## src/verilog/walkerPkg.sv

```systemverilog
package walkerPkg;

  ////////////////////////////////////////////////////////////////////////////
  // Sv32 field widths
  ////////////////////////////////////////////////////////////////////////////

  // One virtual page number segment
  localparam int VPN_BITS = 10;
  // Physical page number held in satp and in every entry
  localparam int PPN_BITS = 22;
  // Physical address is 34 bits in Sv32
  localparam int PA_BITS = 34;
  localparam int PTE_BITS = 32;
  localparam int OFFSET_BITS = 12;
  // Virtual address, two VPN segments plus the offset
  localparam int XLEN = 2 * VPN_BITS + OFFSET_BITS;

  // Bit positions inside a page table entry
  localparam int PTE_V = 0;
  localparam int PTE_R = 1;
  localparam int PTE_W = 2;
  localparam int PTE_X = 3;
  localparam int PTE_A = 6;
  localparam int PTE_D = 7;
  // Page number starts above the RSW field
  localparam int PPN_LSB = 10;

  ////////////////////////////////////////////////////////////////////////////
  // Walker types
  ////////////////////////////////////////////////////////////////////////////

  typedef enum logic [2:0] {
    idle,
    start,
    level1Wait,
    level1,
    level0Wait,
    level0,
    leaf,
    fault
  } walkerState;

  // Level 1 leaf maps 4 MiB, level 0 leaf maps 4 KiB
  typedef enum logic {kiloPage, megaPage} pageSize;

  // Top bit of satp
  typedef enum logic {bare, sv32} satpMode;

endpackage

```

## src/verilog/walkRequest.sv

```systemverilog
`timescale 1ns/10ps

module walkRequest import walkerPkg::*; (
  input  logic            clk,
  input  logic            reset,
  input  logic [XLEN-1:0] pcF,
  input  logic [XLEN-1:0] memAdrM,
  input  logic            itlbMissF,
  input  logic            dtlbMissM,
  input  logic            memStoreM,
  input  logic            startWalk,
  input  logic            pteWrite,
  input  logic            walkFault,
  output logic [XLEN-1:0] virtAdr,
  output logic            walkPending,
  output logic            isStore,
  output logic            itlbWrite,
  output logic            dtlbWrite,
  output logic            instrPageFault,
  output logic            loadPageFault,
  output logic            storePageFault
);

  // Walk belongs to the data side
  logic dataSide;
  // Single end strobe of the walk
  logic endWalk;

  assign endWalk = pteWrite | walkFault;

  ////////////////////////////////////////////////////////////////////////////
  // Request capture
  ////////////////////////////////////////////////////////////////////////////

  // Data miss wins when both sides miss together
  always_ff @(posedge clk) begin
    if (startWalk) begin
      virtAdr <= dtlbMissM ? memAdrM : pcF;
    end
  end

  // Side and store flag are frozen for the whole walk
  always_ff @(posedge clk) begin
    if (reset) begin
      walkPending <= 1'b0;
      dataSide    <= 1'b0;
      isStore     <= 1'b0;
    end else if (startWalk) begin
      walkPending <= 1'b1;
      dataSide    <= dtlbMissM;
      // Instruction fetches are never stores
      isStore     <= dtlbMissM & memStoreM;
    end else if (endWalk) begin
      walkPending <= 1'b0;
      dataSide    <= 1'b0;
      isStore     <= 1'b0;
    end
  end

  ////////////////////////////////////////////////////////////////////////////
  // Strobe steering
  ////////////////////////////////////////////////////////////////////////////

  // Entry goes to the TLB that missed
  assign itlbWrite = pteWrite & ~dataSide;
  assign dtlbWrite = pteWrite & dataSide;

  // Fault kind follows the side and the access type
  assign instrPageFault = walkFault & ~dataSide;
  assign loadPageFault  = walkFault & dataSide & ~isStore;
  assign storePageFault = walkFault & dataSide & isStore;

endmodule

```

## src/verilog/pteCheck.sv

```systemverilog
`timescale 1ns/10ps

module pteCheck import walkerPkg::*; (
  input  logic                clk,
  input  logic                reset,
  input  logic                captureEn,
  input  logic [PTE_BITS-1:0] readPte,
  input  logic                isStore,
  output logic [PTE_BITS-1:0] pte,
  output logic [PPN_BITS-1:0] entryPpn,
  output logic                validPte,
  output logic                leafPte,
  output logic                accessAlert,
  output logic                megaMisaligned
);

  // Permission and status bits of the held entry
  logic valid;
  logic readable;
  logic writable;
  logic executable;
  logic accessed;
  logic dirty;

  ////////////////////////////////////////////////////////////////////////////
  // Entry register
  ////////////////////////////////////////////////////////////////////////////

  // Loaded in the first unstalled wait cycle
  always_ff @(posedge clk) begin
    if (reset) begin
      pte <= '0;
    end else if (captureEn) begin
      pte <= readPte;
    end
  end

  ////////////////////////////////////////////////////////////////////////////
  // Entry decode
  ////////////////////////////////////////////////////////////////////////////

  assign valid      = pte[PTE_V];
  assign readable   = pte[PTE_R];
  assign writable   = pte[PTE_W];
  assign executable = pte[PTE_X];
  assign accessed   = pte[PTE_A];
  assign dirty      = pte[PTE_D];

  // Next level pointer or leaf frame number
  assign entryPpn = pte[PPN_LSB +: PPN_BITS];

  // W without R is a reserved encoding
  assign validPte = valid & ~(writable & ~readable);

  // Any permission bit marks a leaf, none is a pointer
  assign leafPte = readable | writable | executable;

  // Hardware does not set A or D, so software must have
  assign accessAlert = ~accessed | (isStore & ~dirty);

  // Megapage needs PPN[0] all zero
  assign megaMisaligned = |entryPpn[VPN_BITS-1:0];

endmodule

```

## src/verilog/walkController.sv

```systemverilog
`timescale 1ns/10ps

module walkController import walkerPkg::*; (
  input  logic                clk,
  input  logic                reset,
  input  logic [XLEN-1:0]     satp,
  input  logic                walkPending,
  input  logic                itlbMissF,
  input  logic                dtlbMissM,
  input  logic [XLEN-1:0]     virtAdr,
  input  logic [PPN_BITS-1:0] entryPpn,
  input  logic                validPte,
  input  logic                leafPte,
  input  logic                accessAlert,
  input  logic                megaMisaligned,
  input  logic                hptwStall,
  output logic                startWalk,
  output logic                captureEn,
  output logic                hptwRead,
  output logic [PA_BITS-1:0]  physAdr,
  output pageSize             pageType,
  output logic                pteWrite,
  output logic                walkFault
);

  walkerState state;
  walkerState nextState;

  satpMode             mode;
  logic [PPN_BITS-1:0] rootPpn;
  logic [VPN_BITS-1:0] vpn1;
  logic [VPN_BITS-1:0] vpn0;
  logic [PA_BITS-1:0]  level1Adr;
  logic [PA_BITS-1:0]  level0Adr;

  // Outcome of an evaluate cycle
  logic megaLeafOk;
  logic kiloLeafOk;
  logic descend;

  ////////////////////////////////////////////////////////////////////////////
  // Address forming
  ////////////////////////////////////////////////////////////////////////////

  assign mode    = satpMode'(satp[XLEN-1]);
  assign rootPpn = satp[PPN_BITS-1:0];

  // VPN1 sits above VPN0, both above the page offset
  assign vpn1 = virtAdr[OFFSET_BITS+VPN_BITS +: VPN_BITS];
  assign vpn0 = virtAdr[OFFSET_BITS +: VPN_BITS];

  // Entries are 4 bytes, so index times 4
  assign level1Adr = {rootPpn, vpn1, 2'b00};
  assign level0Adr = {entryPpn, vpn0, 2'b00};

  // Level 1 leaf must also be megapage aligned
  assign megaLeafOk = validPte & leafPte & ~megaMisaligned & ~accessAlert;
  assign descend    = validPte & ~leafPte;
  assign kiloLeafOk = validPte & leafPte & ~accessAlert;

  // Bare mode never walks, the miss just waits
  assign startWalk = (state == idle) & (itlbMissF | dtlbMissM) & (mode == sv32);

  ////////////////////////////////////////////////////////////////////////////
  // Walk FSM
  ////////////////////////////////////////////////////////////////////////////

  always_ff @(posedge clk) begin
    if (reset) begin
      state <= idle;
    end else begin
      state <= nextState;
    end
  end

  always_comb begin
    nextState = state;
    captureEn = 1'b0;
    hptwRead  = 1'b0;
    physAdr   = '0;
    pageType  = kiloPage;
    pteWrite  = 1'b0;
    walkFault = 1'b0;
    case (state)
      idle: begin
        // Request block captures the miss this cycle
        if (startWalk) begin
          nextState = start;
        end
      end
      start: begin
        // Capture happened last cycle, address is now settled
        if (walkPending) begin
          hptwRead  = 1'b1;
          physAdr   = level1Adr;
          nextState = level1Wait;
        end else begin
          nextState = idle;
        end
      end
      level1Wait: begin
        // Hold the address until memory stops stalling
        physAdr = level1Adr;
        if (!hptwStall) begin
          captureEn = 1'b1;
          nextState = level1;
        end
      end
      level1: begin
        if (megaLeafOk) begin
          pteWrite  = 1'b1;
          pageType  = megaPage;
          nextState = leaf;
        end else if (descend) begin
          // Pointer to the level 0 table
          hptwRead  = 1'b1;
          physAdr   = level0Adr;
          nextState = level0Wait;
        end else begin
          nextState = fault;
        end
      end
      level0Wait: begin
        physAdr = level0Adr;
        if (!hptwStall) begin
          captureEn = 1'b1;
          nextState = level0;
        end
      end
      level0: begin
        // A pointer at the last level is a fault too
        if (kiloLeafOk) begin
          pteWrite  = 1'b1;
          pageType  = kiloPage;
          nextState = leaf;
        end else begin
          nextState = fault;
        end
      end
      leaf: begin
        // Gives the TLB a cycle to drop its miss
        nextState = idle;
      end
      fault: begin
        walkFault = 1'b1;
        nextState = idle;
      end
      default: begin
        nextState = idle;
      end
    endcase
  end

endmodule

```

## src/verilog/pageTableWalker.sv

```systemverilog
`timescale 1ns/10ps

module pageTableWalker import walkerPkg::*; (
  input  logic                clk,
  input  logic                reset,
  input  logic [XLEN-1:0]     satp,
  input  logic [XLEN-1:0]     pcF,
  input  logic [XLEN-1:0]     memAdrM,
  input  logic                itlbMissF,
  input  logic                dtlbMissM,
  input  logic                memStoreM,
  input  logic [PTE_BITS-1:0] readPte,
  input  logic                hptwStall,
  output logic [PTE_BITS-1:0] pageTableEntry,
  output pageSize             pageType,
  output logic                itlbWrite,
  output logic                dtlbWrite,
  output logic [PA_BITS-1:0]  physAdr,
  output logic                hptwRead,
  output logic                walkActive,
  output logic                instrPageFault,
  output logic                loadPageFault,
  output logic                storePageFault
);

  // Request side to controller
  logic [XLEN-1:0]     virtAdr;
  logic                isStore;
  logic                startWalk;

  // Controller to request side
  logic                pteWrite;
  logic                walkFault;

  // Controller and entry checker
  logic                captureEn;
  logic [PPN_BITS-1:0] entryPpn;
  logic                validPte;
  logic                leafPte;
  logic                accessAlert;
  logic                megaMisaligned;

  ////////////////////////////////////////////////////////////////////////////
  // Miss capture and strobe steering
  ////////////////////////////////////////////////////////////////////////////

  // Pending level doubles as the walk active output
  walkRequest walkRequest_i (
    .clk            (clk),
    .reset          (reset),
    .pcF            (pcF),
    .memAdrM        (memAdrM),
    .itlbMissF      (itlbMissF),
    .dtlbMissM      (dtlbMissM),
    .memStoreM      (memStoreM),
    .startWalk      (startWalk),
    .pteWrite       (pteWrite),
    .walkFault      (walkFault),
    .virtAdr        (virtAdr),
    .walkPending    (walkActive),
    .isStore        (isStore),
    .itlbWrite      (itlbWrite),
    .dtlbWrite      (dtlbWrite),
    .instrPageFault (instrPageFault),
    .loadPageFault  (loadPageFault),
    .storePageFault (storePageFault)
  );

  ////////////////////////////////////////////////////////////////////////////
  // Level sequencing
  ////////////////////////////////////////////////////////////////////////////

  walkController walkController_i (
    .clk            (clk),
    .reset          (reset),
    .satp           (satp),
    .walkPending    (walkActive),
    .itlbMissF      (itlbMissF),
    .dtlbMissM      (dtlbMissM),
    .virtAdr        (virtAdr),
    .entryPpn       (entryPpn),
    .validPte       (validPte),
    .leafPte        (leafPte),
    .accessAlert    (accessAlert),
    .megaMisaligned (megaMisaligned),
    .hptwStall      (hptwStall),
    .startWalk      (startWalk),
    .captureEn      (captureEn),
    .hptwRead       (hptwRead),
    .physAdr        (physAdr),
    .pageType       (pageType),
    .pteWrite       (pteWrite),
    .walkFault      (walkFault)
  );

  // Held entry is what the TLB writes
  pteCheck pteCheck_i (
    .clk            (clk),
    .reset          (reset),
    .captureEn      (captureEn),
    .readPte        (readPte),
    .isStore        (isStore),
    .pte            (pageTableEntry),
    .entryPpn       (entryPpn),
    .validPte       (validPte),
    .leafPte        (leafPte),
    .accessAlert    (accessAlert),
    .megaMisaligned (megaMisaligned)
  );

endmodule

```

## config.mk

```make
export PLATFORM = sky130hd
export DESIGN_NAME = pageTableWalker
export DESIGN_NICKNAME = d
export VERILOG_FILES = /design/src/verilog/walkerPkg.sv /design/src/verilog/walkRequest.sv /design/src/verilog/pteCheck.sv /design/src/verilog/walkController.sv /design/src/verilog/pageTableWalker.sv
export SDC_FILE = /design/constraint.sdc
export NUM_CORES = 1
export LEC_CHECK = 0
export BUFFER_PORTS_ARGS = -buffer_cell sky130_fd_sc_hd__clkbuf_2
export CORE_MARGIN = 3
export CORE_UTILIZATION = 41
export CTS_CLUSTER_DIAMETER = 50
export DETAILED_ROUTE_END_ITERATION = 10
export GPL_TIMING_DRIVEN = 0
export PLACE_DENSITY = 0.79
export REMOVE_ABC_BUFFERS = 1
export SLEW_MARGIN = 5
export SYNTH_ARGS = -nofsm -noshare
export SYNTH_HDL_FRONTEND = slang
export SYNTH_SLANG_ARGS = --single-unit
export TNS_END_PERCENT = 30
```

## constraint.sdc

```tcl
create_clock -name clk -period 2.2 [get_ports clk]
set_clock_uncertainty 0.05 [all_clocks]
set_input_delay 0.11 -clock clk [delete_from_list [all_inputs] [get_ports clk]]
set_output_delay 0.11 -clock clk [all_outputs]
set_load 0.1 [all_outputs]
```

==> impl_metrics.py <==
metrics = {
    "global_routing": {
        "grt_overflow_total": 0,
        "number_of_antenna_violations_at_the_first_check_in_global_routing": 0,
        "grt_max_degree": 39,
        "first_pass_grt_wire_length_um": 14420,
        "grt_util_all_layers_pct": 24.35,
        "first_global_vias": 2987,
    },
    "synth": {
        "ys.warnings.count": 0,
        "ys_dominant_reg_cell": "dfxtp_1",
        "top_post_synthesis_cells_by_count": "nand2_1 (70), a21oi_1 (38), dfxtp_1 (38)",
        "netlist_instances": 290,
        "yosys.area_share.xor_xnor_pct": 0,
        "ys_top_cells_by_area": "dfxtp_1 (27%), edfxtp_1 (21%), a22o_1 (10%), nand2_1 (9.3%), mux2_2 (8.0%)",
        "syn_area_per_cell_um2": 9.712,
        "post_synth_mux_area_share_pct": 8.352,
        "synth_largest_type_area_fraction_pct": 27.01,
        "async_reset_ff_share_pct": 0,
        "synth_most_common_cell": "nand2_1",
        "synth_edf_count": 20,
        "yosys.area_share.adder_pct": 0,
        "synthSimpleGateAreaFrac_pct": 17.73,
        "synth.yosys.seq_area_share_pct": 48.33,
        "synth_top_family_by_area": "compound AO/OA/AOI/OAI gates",
        "yosysTopAreaCell": "dfxtp_1",
        "mappedNetlistArea_mm2": 0.002816,
        "ys_seq_elements": 58,
        "synth-compound-area-share_pct": 20.04,
        "yosysUniqueCellTypes": 36,
    },
    "route": {
        "vias_per_cell": 5.224,
        "wl_per_cell_um": 17.29,
        "num_vias": 3009,
        "starting_drt_drc_count": 67,
        "detail-route-antenna-nets": 0,
        "drt-total-wl_um": 9958,
        "detail_route.drc_violations": 0,
        "drt-pass1-iter-count": 6,
    },
    "critical_path": {
        "setup.worst_path.start_class": "flip-flop",
        "critPathMaxFanout": 16,
        "worst_ep_required_time_ns": 2.04,
        "r2r_cells": 6,
        "timing.setup.critical_path_class": "reg -> out",
        "endpoint_kind": "output port",
        "critPathArrivalTime_ns": 1.99,
    },
    "floorplanning": {
        "die_w_um": 88.88,
        "fp-row-count": 29,
        "die_y_um": 88.88,
        "io_pins": 208,
        "die-area_mm2": 0.007900,
        "initial_core_util_pct": 43.36,
        "core_region_area_mm2": 0.006495,
    },
    "cts": {
        "clk_path_buf_depth": 2,
        "ctsHtreeMaxLevel": 3,
        "cts_root_buf": "clkbuf_8",
        "cts_tree": "built",
        "clk_pin_slew_worst_paths_ns": 0.07,
        "clock_latency_ns": 0.33,
        "cts_inserted_buffers": 9,
        "number_of_sinks_on_the_clock_net": 58,
    },
    "sta": {
        "post-route-period-util_pct": 97.73,
        "layout_min_cycle_time_ns": 2.150,
        "fmaxAchievable_ghz": 0.4651,
        "unrepaired_setup_endpoints_after_global_routing": "yes",
        "hold-worst-slack_ns": 0.03409,
        "worstMarginPinSlew_ns": 0.7972,
        "slew_viol_final": 0,
        "fin_setup_tns_ns": 0,
        "worst_case_headroom_to_the_max_slew_limit_pct": 46.85,
        "final-hold-violation-count": 0,
        "report.final.setup_viol": 0,
    },
    "finish": {
        "finalNonFillerCells": 576,
        "layout.nets": 628,
        "layout-drive-gt1-share_pct": 47.29,
        "finalCoreUtilization_pct": 72.78,
        "area.growth.synth_to_final_pct": 67.84,
        "antenna-diode-count": 0,
    },
    "placed_design": {
        "place_hpwl_um": 6028,
        "numPortBuffers": 172,
        "globalplace.congestion": 0.7765,
        "placedCellCount": 519,
    },
    "worst_hold_path": {
        "whs_path_depth": 2,
        "min-delay-path-class": "in -> reg",
    },
    "power": {
        "power_per_cell_area_mw_per_mm2": 638.1,
        "worst_ir_drop_vdd_mv": 0.4442,
        "leakagePower_nw": 2.049,
    },
    "job": {
        "maxCapViolations": 0,
    },
    "run_status": {
        "run_status": "finished clean",
    },
}
==> critical path: stages, from the launching register on <==
cell	delay [ns]
dfxtp_1	0.36
nor4b_4	0.33
nand2_2	0.18
o22ai_4	0.19
buf_12	0.17
a22o_1	0.17
clkbuf_8	0.25
==> stage by stage <==
step	instance area [µm²]	setup WS (ns)	power, mW
global placement	3643	-1.183	2.009
global route	4727	-0.03553	3.145
detailed placement	3696	-0.6619	2.039
floorplan	2686	-1.474	1.820
finish	4727	0.04993	3.016
CTS	4559	0.003604	2.976
==> logic make-up (layout without fill, tap and decap cells) <==
| group | count (synthesis) | in the layout |
|---|---|---|
| buf+inv | 28 | 235 |
| simple gates | 101 | 101 |
| compound gates | 81 | 82 |
| other cells | 1 | 2 |
| mux | 21 | 21 |
| flops | 58 | 58 |
==> state kept, by name, indices dropped and copies added, names as in the netlist <==
name	count
walkRequest_i.virtAdr	20
pteCheck_i.pte	32
walkRequest_i.isStore	1
walkRequest_i.dataSide	1
walkRequest_i.walkPending	1
walkController_i.state	3
==> worst paths after layout <==
kind / startpoint / endpoint / slack (ns)
worst max-delay path: pteCheck_i.pte[2] / physAdr[12] / 0.05
worst min-delay path: pcF[24] / walkRequest_i.virtAdr[24] / 0.03
worst max register to register: walkController_i.state[0] / walkRequest_i.dataSide / 0.18
worst min register to register: pteCheck_i.pte[9] / pteCheck_i.pte[9] / 0.40
==> power by group <==
part           switching, mW  total [mW]  internal, mW
Sequential            0.0581        1.24          1.18
Clock                  0.404       0.804         0.400
Combinational          0.629       0.972         0.343
Total                   1.09        3.02          1.92
==> placed cells by master, fill, tap and decap left out, types with 5 or more instances in the layout <==
| cell | n |
|---|---|
| buf_6 | 5 |
| dlygate4sd3_1 | 33 |
| dfxtp_1 | 33 |
| clkbuf_8 | 18 |
| edfxtp_1 | 20 |
| buf_8 | 11 |
| buf_12 | 14 |
| clkbuf_2 | 137 |
| mux2_2 | 20 |
| inv_1 | 5 |
| a21oi_1 | 37 |
| nand2_1 | 69 |
| a22o_1 | 30 |
| nor2_1 | 9 |
==> routing by layer <==
layer  global-route usage, %  vias to the layer above  part of all wire [%]
li1                        -                     1445                     -
met1                   25.22                     1387                    38
met2                   44.60                      165                    52
met3                   9.311                       12                   8.6
met4                   8.379                        0                   1.5
met5                       0                        -                     0
==> layout make-up <==
| cell class | count | area, µm² |
|---|---|---|
| multi-input cells | 206 | 1391 |
| fillers | 476 | 1768 |
| clock buffers | 12 | 135.1 |
| clock inverters | 4 | 18.77 |
| inverters | 5 | 18.77 |
| well taps | 77 | 96.34 |
| flip-flops and latches | 58 | 1370 |
| repair buffers | 214 | 1697 |
==> timing repair <==
| action | in CTS | in global routing |
|---|---|---|
| cloned | 1 | 0 |
| setup buffers | 5 | 2 |
| hold endpoints to repair | 33 | 0 |
| resized for setup | 70 | 55 |
| pin swaps | 4 | 1 |
| hold buffers | 33 | 0 |
| setup endpoints to repair | 66 | 63 |
No activity file was read; power rests on OpenSTA's default activity.
